[src/hdl/bundle_counter.sv]
module bundle_counter #(
    parameter int DIM     = 128,
    parameter int COUNT_W = 6
) (
    input  logic           clk,
    input  logic           reset,
    input  logic           res_valid,
    input  logic [DIM-1:0] res_vec,
    input  logic           last_out,
    output logic [DIM-1:0] sign_vec
);

    localparam logic [COUNT_W-1:0] CNT_MAX = '1;

    // one counter per bit position
    logic [COUNT_W-1:0] bit_cnt [DIM];
    logic [COUNT_W-1:0] store_cnt;
    logic [DIM-1:0]     majority;

    // strict majority, a tie gives zero
    always_comb begin
        for (int i = 0; i < DIM; i++) begin
            majority[i] = {bit_cnt[i], 1'b0} > {1'b0, store_cnt};
        end
    end

    always_ff @(posedge clk) begin
        if (reset) begin
            for (int i = 0; i < DIM; i++) begin
                bit_cnt[i] <= '0;
            end
            store_cnt <= '0;
            sign_vec  <= '0;
        end else if (last_out) begin
            // close the bundle and start a fresh one
            sign_vec <= majority;
            for (int i = 0; i < DIM; i++) begin
                bit_cnt[i] <= '0;
            end
            store_cnt <= '0;
        end else if (res_valid) begin
            for (int i = 0; i < DIM; i++) begin
                if (res_vec[i] && bit_cnt[i] != CNT_MAX) begin
                    bit_cnt[i] <= bit_cnt[i] + 1'b1;
                end
            end
            if (store_cnt != CNT_MAX) begin
                store_cnt <= store_cnt + 1'b1;
            end
        end
    end

endmodule

[config.mk]
export PLATFORM = sky130hd
export DESIGN_NAME = bundle_counter
export DESIGN_NICKNAME = d
export VERILOG_FILES = /design/src/hdl/bundle_counter.sv
export SDC_FILE = /design/constraint.sdc
export NUM_CORES = 2
export LEC_CHECK = 0
export BUFFER_PORTS_ARGS = -buffer_cell sky130_fd_sc_hd__buf_2
export CAP_MARGIN = 20
export CORE_MARGIN = 2
export CORE_UTILIZATION = 45
export DETAILED_ROUTE_END_ITERATION = 12
export SYNTH_ARGS = -nofsm -noshare
export SYNTH_HDL_FRONTEND = slang
export SYNTH_SLANG_ARGS = --single-unit
[constraint.sdc]
create_clock -name clk -period 4.53 [get_ports clk]
set_clock_uncertainty 0.1 [all_clocks]
set_input_delay 0.453 -clock clk [delete_from_list [all_inputs] [get_ports clk]]
set_output_delay 0.453 -clock clk [all_outputs]
set_load 0.005 [all_outputs]
==> results.md <==
- Ys Warns: 0
- Share of cells above drive strength 1: 8.282%
- Setup TNS: 0 ps
- Largest net degree at the start of global routing: 111
- Required @ worst endpoint: 5010 ps
- I/O Pins: 260
- Vias in the first global route: 41330
- PD cells: 325.5 nW/um2
- Fill cells: 11250
- Worst setup margin: 1640 ps
- Core Region: 123800 um2
- Slew margin rel.: 26.97%
- Yosys top cell by area: edfxtp_1
- Crit share post-route: 63.79%
- Area grow syn2layout: 14.10%
- Crit-path slowest cell: inv_8
- Top post-synthesis cells by area: edfxtp_1 41%, ha_1 17%, nor2_1 6.2%
- Least-Margin Pin Slew: 1095 ps
- Final hold vios: 0
- Number of distinct library cells after synthesis: 43
- Inserted Clock Buffers: 107
- Hold Crit Class: in -> reg
- Grt ovf: 0
- Startpoint types: register
- H-tree depth: 3
- Flop pwr share: 48.1%
- Initial antenna violation count: 8
- First-pass DRT Iterations: 10
- HPWL after detailed placement: 88190 um
- Most frequent cells after synthesis: 934 x nor2_1, 769 x ha_1, 762 x edfxtp_1
- Input/output buffers: 259
- Register area: 25690 um2
- Mapped Avg Cell Area: 10.16 um2
- Most frequent cell after synthesis: nor2_1
- Antenna viol nets, final: 0
- Final non-filler cell area: 64080 um2
- Max-cap violation count: 0
- RSZ-0062 raised after global routing: false
- Element type at the critical path end: register
- Worst-skew pair later-pin latency: 740 ps
- TritonCTS Sinks: 902
- Fmax: 346.1 MHz
- Clk pin slew, worst setup/hold paths: 60 ps
- Post-Syn Area: 56160 um2
- Seq/Total Area, Yosys: 45.74%
- Hold WS: 55.18 ps
- Crit path cell chain: inv_8, buf_4, ha_1, nand3_1, nor2_1, a2111oi_0, o21ai_0
- Switch Pwr: 5.316 mW
- CTS Root Cell: clkbuf_16
- Die area: 127600 um2
- Number of synthesized flops with an enable pin: 762
- Cell Area, Placed: 59470 um2
- Seq cells post-synth: 902
- Footprint of the multi-input gates: 29520 um2
- Routed wire length: 137600 um
- Failing checks: DRC
- Die Height: 357.3 um
- Via count: 42320
- Result of the run: finished, violations left
- Clock buffer depth: 3
- DRC: 30
- TritonCTS clock tree: yes
- Internal: 15.54 mW
- FP Rows: 129
- Die Width: 357.3 um
- Final Total Pwr: 20.86 mW
- Dominant synthesized flop cell: edfxtp_1
- Place WS: 1658 ps
- Crit Path Max Fanout: 72
- Final setup fails: 0
- Final Net Count: 6832
- Clock power frac: 41.8%
- Mapped Cells: 5529
- First-pass GRT wire length: 220200 um
- WS Path Type: reg -> reg
- Placer Congestion: 0.7965
- Fin. max-slew vios: 0
- Wirelength per Cell: 17.94 um
- Switch share: 25.48%
- Fin crit period: 2890 ps
- CP max stage delay: 610 ps
- Starting Density: 45.36%
- FF-to-FF setup slack: 1640 ps
- DRT iter0 DRCs: 2577
- Share of the synthesized area in the top cell type: 40.75%
- GRT Total Usage: 21.35%
- Comb power frac: 10.1%
- Post-synth ARST share: 0%
- Vias/cell: 5.520
- Lkg Pwr: 26.33 nW
- Post-Syn Nets: 6430
- VDD IR max: 0.3351 mV
- Post-cts sizing count: 0
- CP arrival: 3370 ps
critical path, delay by kind of cell (launching register included):
family	cells	cell delay, ps
buffers and inverters	2	1170
AO/OA/AOI/OAI	2	550
AND/OR/NAND/NOR	2	170
adder cells (fa/ha/maj)	1	330
flip-flops	1	390
through the flow:
stage | utilization, % | cells
floorplan | - | 5529
detailed placement | 48.04 | 7351
finish | 51.76 | 7666
global placement | 48.04 | 7351
CTS | 51.75 | 7662
global route | 51.76 | 7664
logic make-up after synthesis:
| group | Yosys count | synth area share (%) |
|---|---|---|
| AND/OR/NAND/NOR | 2351 | 18.45 |
| flip-flops | 902 | 45.74 |
| AO/OA/AOI/OAI | 774 | 9.204 |
| adder cells (fa/ha/maj) | 769 | 17.13 |
| XOR/XNOR | 496 | 7.736 |
| buffers and inverters | 236 | 1.724 |
| multiplexers | 1 | 0.01782 |
final timing paths:
| kind | start | cells after the start | to |
|---|---|---|---|
| setup / recovery | store_cnt[5] | 7 | sign_vec[42] |
| hold / removal | res_vec[54] | 3 | bit_cnt[0][326] |
| setup reg to reg | store_cnt[5] | 7 | sign_vec[42] |
| hold reg to reg | sign_vec[48] | 2 | sign_vec[48] |
placed cells by master (no fill, tap or decap), types with 4 or more instances in the layout:
master	synthesis	layout
a2111oi_0	127	127
a21o_1	127	127
a21oi_1	158	158
and3_1	168	168
buf_12	0	13
buf_2	28	258
buf_4	4	14
bufinv_16	0	8
clkbuf_1	56	31
clkbuf_16	0	110
clkbuf_8	0	13
clkinv_1	0	13
clkinv_2	0	22
dfxtp_1	140	139
diode_2	0	4
dlygate4sd3_1	0	108
edfxtp_1	762	762
ha_1	769	769
inv_1	135	129
inv_8	0	5
nand2_1	560	560
nand2b_1	31	31
nand3_1	575	575
nand3_2	20	20
nand4b_1	11	11
nor2_1	934	933
o21ai_0	223	223
o31ai_1	11	11
o41ai_1	117	117
or2_2	24	24
or3_1	15	15
xnor2_1	331	331
xor2_1	165	165
area by class of cell:
| cell class | count | area share, % |
|---|---|---|
| diodes | 4 | 0.01562 |
| clock buffers | 154 | 4.757 |
| clock inverters | 49 | 0.7361 |
| inverters | 135 | 0.8494 |
| multi-input cells | 4391 | 46.07 |
| flip-flops and latches | 902 | 40.09 |
| well taps | 1637 | 3.196 |
| repair buffers | 394 | 4.290 |
power by group through the flow:
stage                     Sequential [mW]  Combinational (mW)  Clock [mW]
after CTS                            10.0                2.13        8.93
after global routing                 10.1                2.44        9.24
final                                10.0                2.11        8.72
after global placement               10.2                1.97           0
after detailed placement             10.2                2.03           0
after floorplan                      10.0                1.41           0
what timing repair did:
| action | in CTS | in global routing |
|---|---|---|
| buffers inserted | 0 | 0 |
| hold buffers | 108 | 0 |
| endpoints found under the hold margin | 232 | 0 |
state kept, by name, indices dropped and copies added, names as in the netlist:
name,cells
sign_vec,128
store_cnt,6
bit_cnt,768
metal layers:
metal / track usage (%) / vias to the layer above / wire length [um]
li1: - / 21090 / -
met1: 28.88 / 20200 / 63860
met2: 35.37 / 810 / 63450
met3: 3.444 / 208 / 6812
met4: 5.891 / 12 / 3349
met5: 0 / - / 81
Note: power is estimated with default switching activity, not from simulation.
