`config.mk`:
```
export PLATFORM = sky130hd
export DESIGN_NAME = item_generator
export DESIGN_NICKNAME = d
export VERILOG_FILES = /design/src/hdl/hdc_pkg.sv /design/src/hdl/item_generator.sv
export SDC_FILE = /design/constraint.sdc
export NUM_CORES = 1
export LEC_CHECK = 0
export BUFFER_PORTS_ARGS = -buffer_cell sky130_fd_sc_hd__buf_2
export CAP_MARGIN = 0
export CORE_MARGIN = 5
export CORE_UTILIZATION = 60
export CTS_BUF_LIST = sky130_fd_sc_hd__clkbuf_4 sky130_fd_sc_hd__clkbuf_8 sky130_fd_sc_hd__clkbuf_16
export DETAILED_ROUTE_END_ITERATION = 7
export PLACE_DENSITY = 0.93
export SYNTH_ARGS = -nofsm -noshare
export SYNTH_HDL_FRONTEND = slang
export SYNTH_SLANG_ARGS = --single-unit
export TNS_END_PERCENT = 5
```
`constraint.sdc`:
```
create_clock -name clk -period 10 [get_ports clk]
set_input_delay 1 -clock clk [delete_from_list [all_inputs] [get_ports clk]]
set_output_delay 1 -clock clk [all_outputs]
set_load 0.05 [all_outputs]
```
`src/hdl/hdc_pkg.sv`:
```
package hdc_pkg;

    // instruction word layout
    localparam int INSTR_W     = 16;
    localparam int OPCODE_W    = 4;
    localparam int ITEM_ADDR_W = 10;
    localparam int SPARE_W     = INSTR_W - OPCODE_W - ITEM_ADDR_W;

    // default xorshift64 seed, must be nonzero
    localparam logic [63:0] XS_SEED_DEFAULT = 64'h9e37_79b9_7f4a_7c15;

    typedef enum logic [OPCODE_W-1:0] {
        OP_NOP     = 4'h0,
        OP_LOAD    = 4'h1,
        OP_LRSHIFT = 4'h2,
        OP_LLSHIFT = 4'h3,
        OP_LXOR    = 4'h4,
        // operate on reg_2 in place
        OP_RSHIFT  = 4'h5,
        OP_LSHIFT  = 4'h6,
        OP_XOR     = 4'h7,
        // output and bundle control
        OP_STORE   = 4'h8,
        OP_LAST    = 4'h9,
        OP_MOVE    = 4'ha,
        OP_SIGN    = 4'hb,
        OP_WB      = 4'hc,
        OP_HALT    = 4'hf
    } opcode_t;

    // op sits in the top nibble
    typedef struct packed {
        opcode_t                op;
        logic [ITEM_ADDR_W-1:0] addr;
        logic [SPARE_W-1:0]     spare;
    } instr_t;

endpackage
```
`src/hdl/item_generator.sv`:
```
module item_generator #(
    parameter int          DIM   = 128,
    parameter int          ITEMS = 64,
    parameter logic [63:0] SEED  = hdc_pkg::XS_SEED_DEFAULT
) (
    input  logic                            clk,
    input  logic                            reset,
    input  logic                            gen,
    output logic                            gen_we,
    output logic [hdc_pkg::ITEM_ADDR_W-1:0] gen_addr,
    output logic [DIM-1:0]                  gen_vec,
    output logic                            gen_busy
);

    localparam int WPI    = DIM / 64;
    localparam int WCNT_W = (WPI > 1) ? $clog2(WPI) : 1;
    localparam int AW     = hdc_pkg::ITEM_ADDR_W;

    logic              active;
    logic [63:0]       state;
    logic [63:0]       word;
    logic [WCNT_W-1:0] word_cnt;
    logic [AW-1:0]     item_cnt;

    function automatic logic [63:0] xs_step(input logic [63:0] x);
        logic [63:0] y;
        y = x ^ (x << 13);
        y = y ^ (y >> 7);
        y = y ^ (y << 17);
        return y;
    endfunction

    assign word     = xs_step(state);
    // still busy while the last item is being written
    assign gen_busy = active | gen_we;

    always_ff @(posedge clk) begin
        if (reset) begin
            active   <= 1'b0;
            state    <= SEED;
            word_cnt <= '0;
            item_cnt <= '0;
            gen_we   <= 1'b0;
            gen_addr <= '0;
        end else begin
            gen_we <= 1'b0;
            if (gen && !gen_busy) begin
                active   <= 1'b1;
                state    <= SEED;
                word_cnt <= '0;
                item_cnt <= '0;
            end else if (active) begin
                state <= word;
                if (word_cnt == WCNT_W'(WPI - 1)) begin
                    // item complete, write it next cycle
                    word_cnt <= '0;
                    gen_we   <= 1'b1;
                    gen_addr <= item_cnt;
                    item_cnt <= item_cnt + 1'b1;
                    if (item_cnt == AW'(ITEMS - 1)) begin
                        active <= 1'b0;
                    end
                end else begin
                    word_cnt <= word_cnt + 1'b1;
                end
            end
        end
    end

    // words enter at the top and move down, so the first word ends up lowest
    always_ff @(posedge clk) begin
        if (active) begin
            gen_vec <= (gen_vec >> 64) | (DIM'(word) << (DIM - 64));
        end
    end

endmodule

```
==> results.json <==
{
  "hold_viol": 0,
  "fillers": 997,
  "fin_ws_ns": 6.958,
  "clk_latency_ns": 0.50,
  "cp_top_family": "buffers and inverters",
  "overflow": 0,
  "setup_violations": 0,
  "cts_tree": "yes",
  "vias_per_cell": 5.379,
  "finalPower_mw": 3.154,
  "drc_errors": 0,
  "finalCritPeriodShare": 0.3042,
  "cts-root-buf": "clkbuf_16",
  "drive_above_1_share": 0.2331,
  "powerDensity_nw_per_um2": 287.9,
  "crit_fanout": 78,
  "cp_data_arrival_time_ns": 3.48,
  "clkTransAtPathRegs_ns": 0.07,
  "clock-sinks": 215,
  "die_w_um": 135.5,
  "tns_ns": 0,
  "dp_hpwl_um": 12490,
  "p_leak_nw": 4.267,
  "synthToLayoutAreaGrowth_pct": 15.90,
  "grt_antenna_before_repair": 0,
  "ys_seq_area_frac": 0.5909,
  "cpPeakStageDelay_ns": 0.82,
  "io_pins": 143,
  "netlist_area_um2": 9453,
  "grt_usage": 0.2086,
  "post-route-min-period_ns": 3.042,
  "dieHeight_um": 135.5,
  "core-area_um2": 15310,
  "hp-class": "reg2reg",
  "start_kind": "register",
  "slew_violations": 0,
  "place_area_um2": 10260,
  "path_cells": "buf_4 -> buf_4 -> nand2b_1 -> mux2i_1 -> mux2i_1",
  "cts_resized": 0,
  "final_cells": 1086,
  "relSlewSlack": 0.2609,
  "tightest_slew_ns": 1.102,
  "layout_common_cells": "buf_2, edfxtp_1, xnor2_1",
  "dp_cells": 1049,
  "ys_ff_latch": 215,
  "r2r_setup_slack_ns": 6.96,
  "gp_congestion": 0.7963,
  "whs_ns": 0.4422,
  "postSynthCellCount": 737,
  "outcome": "completed",
  "grt_max_degree": 79,
  "die-area_um2": 18360,
  "worst_ep_required_time_ns": 10.44,
  "place_ws_ns": 6.947,
  "via_count": 5842,
  "maxCapViolCount": 0,
  "grt_pass1_wl_um": 30440,
  "crit_buf_inv": 2,
  "diodes": 0,
  "numCtsBuffers": 21,
  "start_util": 0.6172,
  "fin_nets": 865,
  "clk_path_buf_depth": 3,
  "fin_skew_ns": 0.01426,
  "num_rows": 45,
  "final_common_cell": "buf_2",
  "ir_drop_v": 0.0001939,
  "wl_per_cell_um": 17.70,
  "wl_um": 19220,
  "drt-pass1-iter-count": 5,
  "cts_setup_buffers": 0,
  "path_class": "reg2reg",
  "detail-route-antenna-nets": 0,
  "io_buffer_count": 142,
  "critPathCaptureType": "register",
  "syn-num-nets": 741,
  "grt_pass1_vias": 5868,
  "ys_warn_count": 0,
  "grt_setup_unrepaired": "no",
  "utilization": 0.7154,
  "slowest_stage": "dfxtp_4",
  "htreeDepth": 1,
  "finalInstanceArea_um2": 10960,
  "fmax_mhz": 328.8,
  "cts_hold_buf": 0,
  "syn_area_per_cell_um2": 12.83,
  "drtIter0Drc": 611,
  "synth_cell_types": 39
}
## final cells by class
cell class	instances	area [um^2]	share of cell area
Sequential cell	215	5589	0.5102
Multi-Input combinational cell	473	3656	0.3337
Timing Repair Buffer	146	740.7	0.06761
Clock buffer	24	554.3	0.05059
Tap cell	211	264.0	0.02410
Clock inverter	13	136.4	0.01245
Inverter	4	15.01	0.001370
## flip-flops by register name (all words and copies together), names as in the netlist
signal    flops
gen_addr     10
item_cnt     10
word_cnt      1
gen_vec     128
gen_we        1
state        64
active        1
## worst paths after layout
path	start	to	cells past startpoint
setup / recovery	active$_SDFF_PP0_	state[36]$_SDFFE_PP1P_	5
hold / removal	gen_vec[99]$_DFFE_PP_	gen_vec[35]$_DFFE_PP_	0
setup reg to reg	active$_SDFF_PP0_	state[36]$_SDFFE_PP1P_	5
hold reg to reg	gen_vec[99]$_DFFE_PP_	gen_vec[35]$_DFFE_PP_	0
## cell usage after synthesis
library cell	instances	area (um^2)
buf_4	2	15.01
dfxtp_1	87	1742
xor2_2	6	97.59
clkinv_1	1	3.750
a31o_2	1	8.760
xnor2_2	11	178.9
clkbuf_1	19	71.32
nor2_1	71	266.5
buf_1	5	18.77
and4_1	1	8.760
nand2b_1	6	37.54
inv_1	3	11.26
o21ai_0	26	130.1
xor2_1	66	578.1
or3_1	1	6.260
o21ai_1	3	15.01
nand3b_1	7	52.55
nor4_1	1	6.260
nor3_1	10	50.05
xnor2_1	116	1016
xor3_2	1	25.02
o41ai_1	4	35.03
a21oi_1	27	135.1
buf_2	17	85.08
xnor3_1	15	337.8
edfxtp_1	128	3844
a21o_1	1	7.510
nand3_1	2	10.01
and2_1	3	18.77
clkbuf_2	2	10.01
xor3_1	6	142.6
and3_1	14	87.58
o211ai_1	4	30.03
mux2i_1	11	110.1
a221oi_1	1	8.760
nand2_1	54	202.7
xnor3_2	1	23.77
nand4_1	2	12.51
ha_1	1	12.51
## cells by family after synthesis
| kind of cell | synth area share |
|---|---|
| XOR/XNOR | 0.2539 |
| flip-flops | 0.5909 |
| AND/OR/NAND/NOR | 0.08035 |
| AO/OA/AOI/OAI | 0.03918 |
| buffers and inverters | 0.02277 |
| multiplexers | 0.01165 |
| adder cells (fa/ha/maj) | 0.001323 |
## layer usage
layer / vias to the layer above / track usage / part of all wire
li1: 2735 / - / -
met1: 2829 / 0.2646 / 0.40
met2: 232 / 0.3556 / 0.50
met3: 46 / 0.04421 / 0.071
met4: 0 / 0.07447 / 0.028
met5: - / 0 / 0
## power by group
group,leakage (nW),internal [mW],switching (mW)
Clock,0.334,0.455,0.328
Combinational,2.03,0.381,0.732
Sequential,1.90,1.15,0.110
Total,4.27,1.98,1.17
Note: power is estimated with default switching activity, not from simulation.
