### config.mk
export PLATFORM = sky130hd
export DESIGN_NAME = program_sequencer
export DESIGN_NICKNAME = d
export VERILOG_FILES = /design/src/hdl/hdc_pkg.sv /design/src/hdl/program_sequencer.sv
export SDC_FILE = /design/constraint.sdc
export NUM_CORES = 1
export LEC_CHECK = 0
export BUFFER_PORTS_ARGS = -buffer_cell sky130_fd_sc_hd__buf_4
export CAP_MARGIN = 30
export CORE_ASPECT_RATIO = 0.6
export CORE_UTILIZATION = 60
export DETAILED_ROUTE_END_ITERATION = 7
export GPL_TIMING_DRIVEN = 1
export PLACE_DENSITY = 0.77
export SLEW_MARGIN = 30
export SYNTH_ARGS = -nofsm -noshare
export SYNTH_HDL_FRONTEND = slang
export SYNTH_SLANG_ARGS = --single-unit
### constraint.sdc
create_clock -name clk -period 6.2 [get_ports clk]
set_input_delay 0.31 -clock clk [delete_from_list [all_inputs] [get_ports clk]]
set_output_delay 0.31 -clock clk [all_outputs]
set_load 0.01 [all_outputs]
### src/hdl/hdc_pkg.sv
package hdc_pkg;

    // instruction word layout
    localparam int INSTR_W     = 16;
    localparam int OPCODE_W    = 4;
    localparam int ITEM_ADDR_W = 10;
    localparam int SPARE_W     = INSTR_W - OPCODE_W - ITEM_ADDR_W;

    // default xorshift64 seed, must be nonzero
    localparam logic [63:0] XS_SEED_DEFAULT = 64'h9e37_79b9_7f4a_7c15;

    typedef enum logic [OPCODE_W-1:0] {
        OP_NOP     = 4'h0,
        OP_LOAD    = 4'h1,
        OP_LRSHIFT = 4'h2,
        OP_LLSHIFT = 4'h3,
        OP_LXOR    = 4'h4,
        // operate on reg_2 in place
        OP_RSHIFT  = 4'h5,
        OP_LSHIFT  = 4'h6,
        OP_XOR     = 4'h7,
        // output and bundle control
        OP_STORE   = 4'h8,
        OP_LAST    = 4'h9,
        OP_MOVE    = 4'ha,
        OP_SIGN    = 4'hb,
        OP_WB      = 4'hc,
        OP_HALT    = 4'hf
    } opcode_t;

    // op sits in the top nibble
    typedef struct packed {
        opcode_t                op;
        logic [ITEM_ADDR_W-1:0] addr;
        logic [SPARE_W-1:0]     spare;
    } instr_t;

endpackage
### src/hdl/program_sequencer.sv
module program_sequencer #(
    parameter int PROG_DEPTH = 32,
    parameter int CREDITS    = 4
) (
    input  logic                          clk,
    input  logic                          reset,
    input  logic                          start,
    input  logic                          prog_we,
    input  logic [$clog2(PROG_DEPTH)-1:0] prog_addr,
    input  hdc_pkg::instr_t               prog_data,
    input  logic                          credit_return,
    input  logic                          gen_busy,
    output logic                          issue_valid,
    output hdc_pkg::instr_t               issue,
    output logic                          busy,
    output logic                          done
);

    localparam int PA_W = $clog2(PROG_DEPTH);
    localparam int CR_W = $clog2(CREDITS + 1);

    hdc_pkg::instr_t prog_mem [PROG_DEPTH];

    logic            running;
    logic            bubble;
    logic            halt_d1;
    logic [PA_W-1:0] pc;
    logic [CR_W-1:0] credits;
    hdc_pkg::instr_t cur;
    logic            store_hold;
    logic            go;
    logic            halt_issued;

    assign cur         = prog_mem[pc];
    // a store waits here for a credit
    assign store_hold  = (cur.op == hdc_pkg::OP_STORE) && (credits == '0);
    assign go          = running && !bubble && !store_hold;
    assign halt_issued = issue_valid && (issue.op == hdc_pkg::OP_HALT);
    assign busy        = gen_busy | running | halt_issued | halt_d1;

    always_ff @(posedge clk) begin
        if (prog_we && !busy) begin
            prog_mem[prog_addr] <= prog_data;
        end
    end

    always_ff @(posedge clk) begin
        if (reset) begin
            running     <= 1'b0;
            bubble      <= 1'b0;
            halt_d1     <= 1'b0;
            pc          <= '0;
            issue_valid <= 1'b0;
            done        <= 1'b0;
        end else begin
            issue_valid <= go;
            bubble      <= 1'b0;
            halt_d1     <= halt_issued;
            // done lines up with the cycle halt would execute
            done        <= halt_d1;
            if (start && !busy) begin
                running <= 1'b1;
                pc      <= '0;
            end else if (go) begin
                pc <= pc + 1'b1;
                if (cur.op == hdc_pkg::OP_WB || cur.op == hdc_pkg::OP_LAST) begin
                    bubble <= 1'b1;
                end
                if (cur.op == hdc_pkg::OP_HALT) begin
                    running <= 1'b0;
                end
            end
        end
    end

    always_ff @(posedge clk) begin
        if (go) begin
            issue <= cur;
        end
    end

    // a returned credit shows up one cycle later, capped at CREDITS
    always_ff @(posedge clk) begin
        if (reset) begin
            credits <= CR_W'(CREDITS);
        end else if (go && cur.op == hdc_pkg::OP_STORE) begin
            if (!credit_return) begin
                credits <= credits - 1'b1;
            end
        end else if (credit_return && credits != CR_W'(CREDITS)) begin
            credits <= credits + 1'b1;
        end
    end

endmodule

==> impl_metrics.csv, run 1 <==
group,metric,value,unit
sta,clock_skew,0.0211,ns
synthesis,ys_warn_count,0,
placed_design,place.gp.congestion,0.807,
floorplan,start_util,0.614,
routing,drt_iter0_drc,1211,
sta,relSlewSlack,0.309,
grt,use_met2,0.441,
sta,max_freq,0.226,GHz
worst_setup_path,start_kind,"flop",
worst_setup_path,r2r_slack,1.77,ns
floorplan,fp.dieH,146,µm
grt,top_usage_layer,"met2",
power_and_ir_drop,switching_share,0.197,
sta,rsz0062_at_grt,"no",
synthesis,synth_nets,903,
synthesis,synth_cells,874,
cts,clock_latency,0.57,ns
grt,grtUsageMet3,0.0783,
cts,cts_buffer_depth,3,
synthesis,ys_seq_area_frac,0.777,
synthesis,yosys-top-cells-area,"edfxtp_1 76%, mux4_2 17%, dfxtp_1 1.7%",
worst_setup_path,critPathRequiredTime,6.71,ns
routing,drt-vias-per-instance,6.66,
power_and_ir_drop,p_seq_frac,0.565,
grt,track_usage,0.279,
floorplan,fp.dieW,243,µm
cts,clk_pin_slew,0.06,ns
worst_hold_path,hold_path.class,"input port to flop",
grt,grt_max_degree,51,
sta,setup_viol,0,
routing,wl,47.7,mm
sta,tns,0,ns
sta,fin_crit_sh,0.715,
synthesis,synth_common_cells,"528 x edfxtp_1, 153 x mux4_2, 49 x nor2_1",
routing,drc_errors,0,
cts,cts_root_buffer,"clkbuf_16",
synthesis,ys_seq_elements,546,
sta,period_needed,4.43,ns
power_and_ir_drop,intPower,5790,µW
sta,worst_slew_pin_slew,1.04,ns
synthesis,ys_types,39,
synthesis,yosys.area.top_type,"edfxtp_1",
placed_design,hpwlAfterDp,26.0,mm
power_and_ir_drop,p_total,7210,µW
worst_setup_path,cp.arrival,4.94,ns
synthesis,ys.flop_type,"edfxtp_1",
routing,wl_per_cell,32.8,µm
power_and_ir_drop,power_frac_comb,0.035,
cells_and_area,drive_above_1_share,0.355,
synthesis,yosysMostFrequentCell,"edfxtp_1",
grt,grt_pass1_vias,9795,
power_and_ir_drop,switchingPower,1420,µW
synthesis,synth_edf_count,528,
grt,use_met1,0.387,
cells_and_area,num_antenna_cells,0,
routing,dr.pass1.iters,5,
cts,cts_htree_levels,2,
cts,cts.repair.resized,0,
status,status,"completed",
worst_setup_path,path_class,"flop to flop",
cells_and_area,syn2layout_area_growth,12.3,%
sta,drv_slew,0,
floorplan,io_pins,46,
grt,grt_first_pass_wirelength,68.7,mm
grt,antenna_found_initial,0,
floorplan,num_rows,52,
routing,via_count,9684,
cells_and_area,fin_nets,989,
cts,cts.sinks,546,
synthesis,synth_top_cell_area_share,0.760,
grt,overflow,0,
sta,hold_violations,0,
cts,cts_tree,"done",
synthesis,netlist_area,0.0209,mm²
placed_design,port-buffer-count,45,
flow_run,max_cap_violations,0,
worst_setup_path,worstSetupEndpointType,"flop",
power_and_ir_drop,powerDensity,308,mW/mm²
synthesis,syn_avg_cell_area,23.9,µm²
power_and_ir_drop,peakVddDrop,0.195,mV
floorplan,dieArea,0.0355,mm²
synthesis,async_flop_share,0,
worst_setup_path,cp_max_fo,50,
floorplan,core,0.0340,mm²
power_and_ir_drop,p_leak,0.00711,µW
routing,ant_nets,0,
power_and_ir_drop,clockPowerShare,0.399,
cts,cts_buffers,45,
[layer usage]
layer,vias to the layer above,share of wire
li1,3883,-
met1,5141,0.39
met2,571,0.49
met3,89,0.10
met4,0,0.025
met5,-,0
[registers in the layout (all words and copies together) (netlist names), named ones only]
signal,flops
prog_mem,512
issue,16
pc,5
credits,3
bubble,1
done,1
halt_d1,1
issue_valid,1
running,1
[power groups by stage]
| stage | Sequential [µW] | Combinational [µW] | Clock, µW |
|---|---|---|---|
| 2_1_floorplan | 4150 | 148 | 0 |
| 3_3_place_gp | 4160 | 247 | 0 |
| 3_5_place_dp | 4160 | 254 | 0 |
| 4_1_cts | 4080 | 257 | 2910 |
| 5_1_grt | 4080 | 273 | 3050 |
| 6_report | 4080 | 256 | 2880 |
[worst paths after layout]
path	from	end	depth (start not counted)
worst min register to register	halt_d1$_SDFF_PP0_	done$_SDFF_PP0_	1
worst max register to register	flop	credits[2]$_SDFFE_PP1P_	10
worst max-delay path	flop	credits[2]$_SDFFE_PP1P_	10
worst min-delay path	start	running$_SDFFE_PP0P_	3
[layout by cell type, fill, tap and decap left out, drive strengths merged]
cell type	n
inv	6
bufinv	5
mux4	160
nor4	1
nor4bb	1
a21oi	2
xnor2	5
nor4b	1
nand4b	1
fa	1
nor3	2
ha	1
nand3	6
clkbuf	61
nand2b	3
or2	1
nor2b	5
nor2	49
buf	79
or3b	1
a211oi	3
and3	1
clkinvlp	3
dlygate4sd3	1
edfxtp	528
or2b	1
mux2	19
a311o	1
clkinv	11
o21ai	1
mux2i	2
nand4	1
dfxtp	18
nand2	14
[kinds of logic after synthesis]
logic type,Yosys count,synth area share
buffers and inverters,45,0.0109
DFF,546,0.777
xor gates and xnor gates,5,0.00210
and+or+nand+nor,88,0.0200
muxes,181,0.186
adders and majority gates,2,0.00156
AOI/OAI and AO/OA,7,0.00228
[stage by stage]
stage / hold slack, ns / area, µm² / utilization / setup slack (ns) / instances
5_1_grt: 0.0690 / 23400 / 0.690 / 1.59 / 1454
4_1_cts: 0.0446 / 23400 / 0.690 / 1.76 / 1454
6_report: 0.0559 / 23400 / 0.690 / 1.77 / 1454
2_1_floorplan: 0.409 / 20900 / - / 2.64 / 874
3_3_place_gp: 0.456 / 21900 / 0.646 / 1.95 / 1371
3_5_place_dp: 0.471 / 21900 / 0.646 / 1.84 / 1371
[area by class of cell]
| class | instances | area (µm²) |
|---|---|---|
| Tap cell | 459 | 574 |
| Sequential cell | 546 | 16200 |
| Inverter | 4 | 15.0 |
| Multi-Input combinational cell | 283 | 4520 |
| Clock buffer | 61 | 1240 |
| Clock inverter | 21 | 234 |
| Timing Repair Buffer | 80 | 611 |
| Fill cell | 1962 | 10500 |
[what timing repair did]
item,in CTS,in global routing
hold buffers,1,0
buffers inserted,0,0
hold endpoints to repair,4,0
[worst max-delay path, cell delays in order, from the launching register on]
cell	delay (ns)
dfxtp_4	0.91
buf_4	0.65
mux4_1	0.68
mux4_2	0.50
mux2_2	0.34
nor4b_4	0.18
nand2_4	0.10
fa_1	0.23
or3b_2	0.46
mux2i_1	0.17
a311o_1	0.13
Power figures use the tool's default switching activity.
==> inputs of run 2 (changes only) <==
--- a/config.mk
+++ b/config.mk
@@ -8,10 +8,10 @@
 export BUFFER_PORTS_ARGS = -buffer_cell sky130_fd_sc_hd__buf_4
 export CAP_MARGIN = 30
 export CORE_ASPECT_RATIO = 0.6
-export CORE_UTILIZATION = 60
+export CORE_UTILIZATION = 56
 export DETAILED_ROUTE_END_ITERATION = 7
 export GPL_TIMING_DRIVEN = 1
-export PLACE_DENSITY = 0.77
+export PLACE_DENSITY = 0.75
 export SLEW_MARGIN = 30
 export SYNTH_ARGS = -nofsm -noshare
 export SYNTH_HDL_FRONTEND = slang
==> constraint.sdc (replaced) <==
create_clock -name clk -period 3.85 [get_ports clk]
set_input_delay 0.1925 -clock clk [delete_from_list [all_inputs] [get_ports clk]]
set_output_delay 0.1925 -clock clk [all_outputs]
set_load 0.01 [all_outputs]
==> impl_metrics.csv, run 2 (same netlist as run 1, synthesis figures left out) <==
group,metric,value,unit
status,status,"completed",
floorplan,fp.dieW,251,µm
grt,overflow,0,
power_and_ir_drop,switching_share,0.197,
cells_and_area,top_register,"prog_mem",
floorplan,fp.dieH,152,µm
power_and_ir_drop,switchingPower,2300,µW
cts,clock_latency,0.57,ns
cells_and_area,num-fill-cells,2282,
grt,grt_first_pass_wirelength,67.3,mm
cells_and_area,largest_reg_flops,512,
cells_and_area,multi_input_area,0.00450,mm²
routing,dr.pass1.iters,5,
cts,cts_buffers,47,
sta,fin_crit_sh,0.968,
grt,antenna_found_initial,0,
placed_design,place_inst,1429,
floorplan,dieArea,0.0381,mm²
routing,drt_iter0_drc,1348,
sta,tns,0,ns
cts,cts_htree_levels,2,
cells_and_area,most-common-layout-cells,"528 x edfxtp_1, 153 x mux4_2, 116 x buf_4",
floorplan,core,0.0365,mm²
routing,wl_per_cell,31.0,µm
power_and_ir_drop,p_seq_frac,0.562,
power_and_ir_drop,intPower,9370,µW
sta,period_needed,3.73,ns
power_and_ir_drop,clockPowerShare,0.401,
cts,clk_pin_slew,0.07,ns
cells_and_area,seq_area,0.0162,mm²
floorplan,num_rows,54,
cells_and_area,layout_commonest_cell,"edfxtp_1",
floorplan,io_pins,46,
cells_and_area,fin_area,0.0239,mm²
flow_run,max_cap_violations,0,
floorplan,start_util,0.572,
worst_setup_path,cp.arrival,4.18,ns
cells_and_area,fin_nets,1038,
worst_setup_path,critPathRequiredTime,4.31,ns
routing,via_count,9806,
sta,relSlewSlack,0.418,
cts,cts_tree,"done",
placed_design,port-buffer-count,45,
cts,cts.sinks,546,
power_and_ir_drop,p_leak,0.00741,µW
cts,cts_root_buffer,"clkbuf_16",
sta,hold_ws,0.0205,ns
placed_design,hpwlAfterDp,29.2,mm
sta,max_freq,0.268,GHz
routing,drt-vias-per-instance,6.44,
cells_and_area,syn2layout_area_growth,14.5,%
cells_and_area,top_regs,"prog_mem (512), issue (16), pc (5)",
power_and_ir_drop,peakVddDrop,0.464,mV
routing,ant_nets,0,
worst_setup_path,path_class,"flop to flop",
sta,worst_slew_pin_slew,0.873,ns
sta,rsz0062_at_grt,"no",
power_and_ir_drop,power_frac_comb,0.037,
routing,wl,47.2,mm
worst_setup_path,start_kind,"flop",
sta,setup_viol,0,
worst_setup_path,worstSetupEndpointType,"flop",
sta,clock_skew,0.0219,ns
grt,grt_pass1_vias,9631,
placed_design,place_area,0.0223,mm²
cells_and_area,drive_above_1_share,0.385,
grt,track_usage,0.256,
cts,cts_buffer_depth,3,
sta,hold_violations,0,
worst_hold_path,hold_path.class,"input port to flop",
placed_design,place.gp.congestion,0.859,
routing,drc_errors,0,
cells_and_area,fin_util,0.655,
power_and_ir_drop,powerDensity,488,mW/mm²
cells_and_area,final_cells,1522,
sta,drv_slew,0,
grt,grt_max_degree,49,
cells_and_area,num_antenna_cells,0,
worst_setup_path,cp_max_fo,11,
run 2: cell count changes in the layout (fill, tap and decap cells not counted), sizes merged, moves of 2 or more:
cell / previous run / this run
buf: 79 / 124
dlygate4sd3: 1 / 3
clkinv: 11 / 15
clkbuf: 61 / 64
run 2: layer usage:
metal / wire length [µm] / GRT usage / part of all wire
met3: 5170 / 0.0589 / 0.11
met5: 0 / 0 / 0
met2: 21300 / 0.378 / 0.45
met4: 937 / 0.0585 / 0.020
met1: 19800 / 0.394 / 0.42
run 2: power by group through the flow:
stage	Combinational, µW	Clock [µW]	Sequential (µW)
6_report	428	4680	6560
3_3_place_gp	415	0	6690
4_1_cts	430	4740	6560
2_1_floorplan	238	0	6690
3_5_place_dp	424	0	6690
5_1_grt	456	4960	6560
run 2: worst max-delay path, stage by stage, from the launching register on:
cell	delay (ns)
dfxtp_4	0.40
buf_6	0.19
mux4_1	0.59
mux4_2	0.48
mux2_2	0.36
nor4b_4	0.44
nand2_4	0.12
fa_1	0.45
or3b_2	0.22
mux2i_1	0.06
a311o_1	0.31
run 2: cell type report:
| class | instances | area share |
|---|---|---|
| clock buffers | 64 | 0.0545 |
| clock inverters | 22 | 0.00880 |
| inverters | 4 | 0.000628 |
| multi-input cells | 283 | 0.188 |
| flip-flops and latches | 546 | 0.679 |
| well taps | 476 | 0.0249 |
| repair buffers | 127 | 0.0437 |
run 2: final timing paths:
| path | from | endpoint | slack, ns | cells past startpoint |
|---|---|---|---|---|
| worst max-delay path | flop | credits[2]$_SDFFE_PP1P_ | 0.12 | 10 |
| worst min-delay path | credit_return | credits[2]$_SDFFE_PP1P_ | 0.02 | 3 |
| worst max register to register | flop | credits[2]$_SDFFE_PP1P_ | 0.12 | 10 |
| worst min register to register | halt_d1$_SDFF_PP0_ | done$_SDFF_PP0_ | 0.48 | 1 |
run 2: timing repair:
action / 4_1_cts / 5_1_grt
endpoints found under the setup margin: 0 / 1
setup buffers: 0 / 4
hold buffers: 3 / 0
endpoints found under the hold margin: 5 / 0
resized for setup: 0 / 1
run 2: metrics by stage:
step / setup WS, ns / power, µW
global placement: 0.168 / 7110
global route: 0.00454 / 12000
finish: 0.122 / 11700
floorplan: 0.289 / 6920
detailed placement: 0.104 / 7120
CTS: 0.0754 / 11700
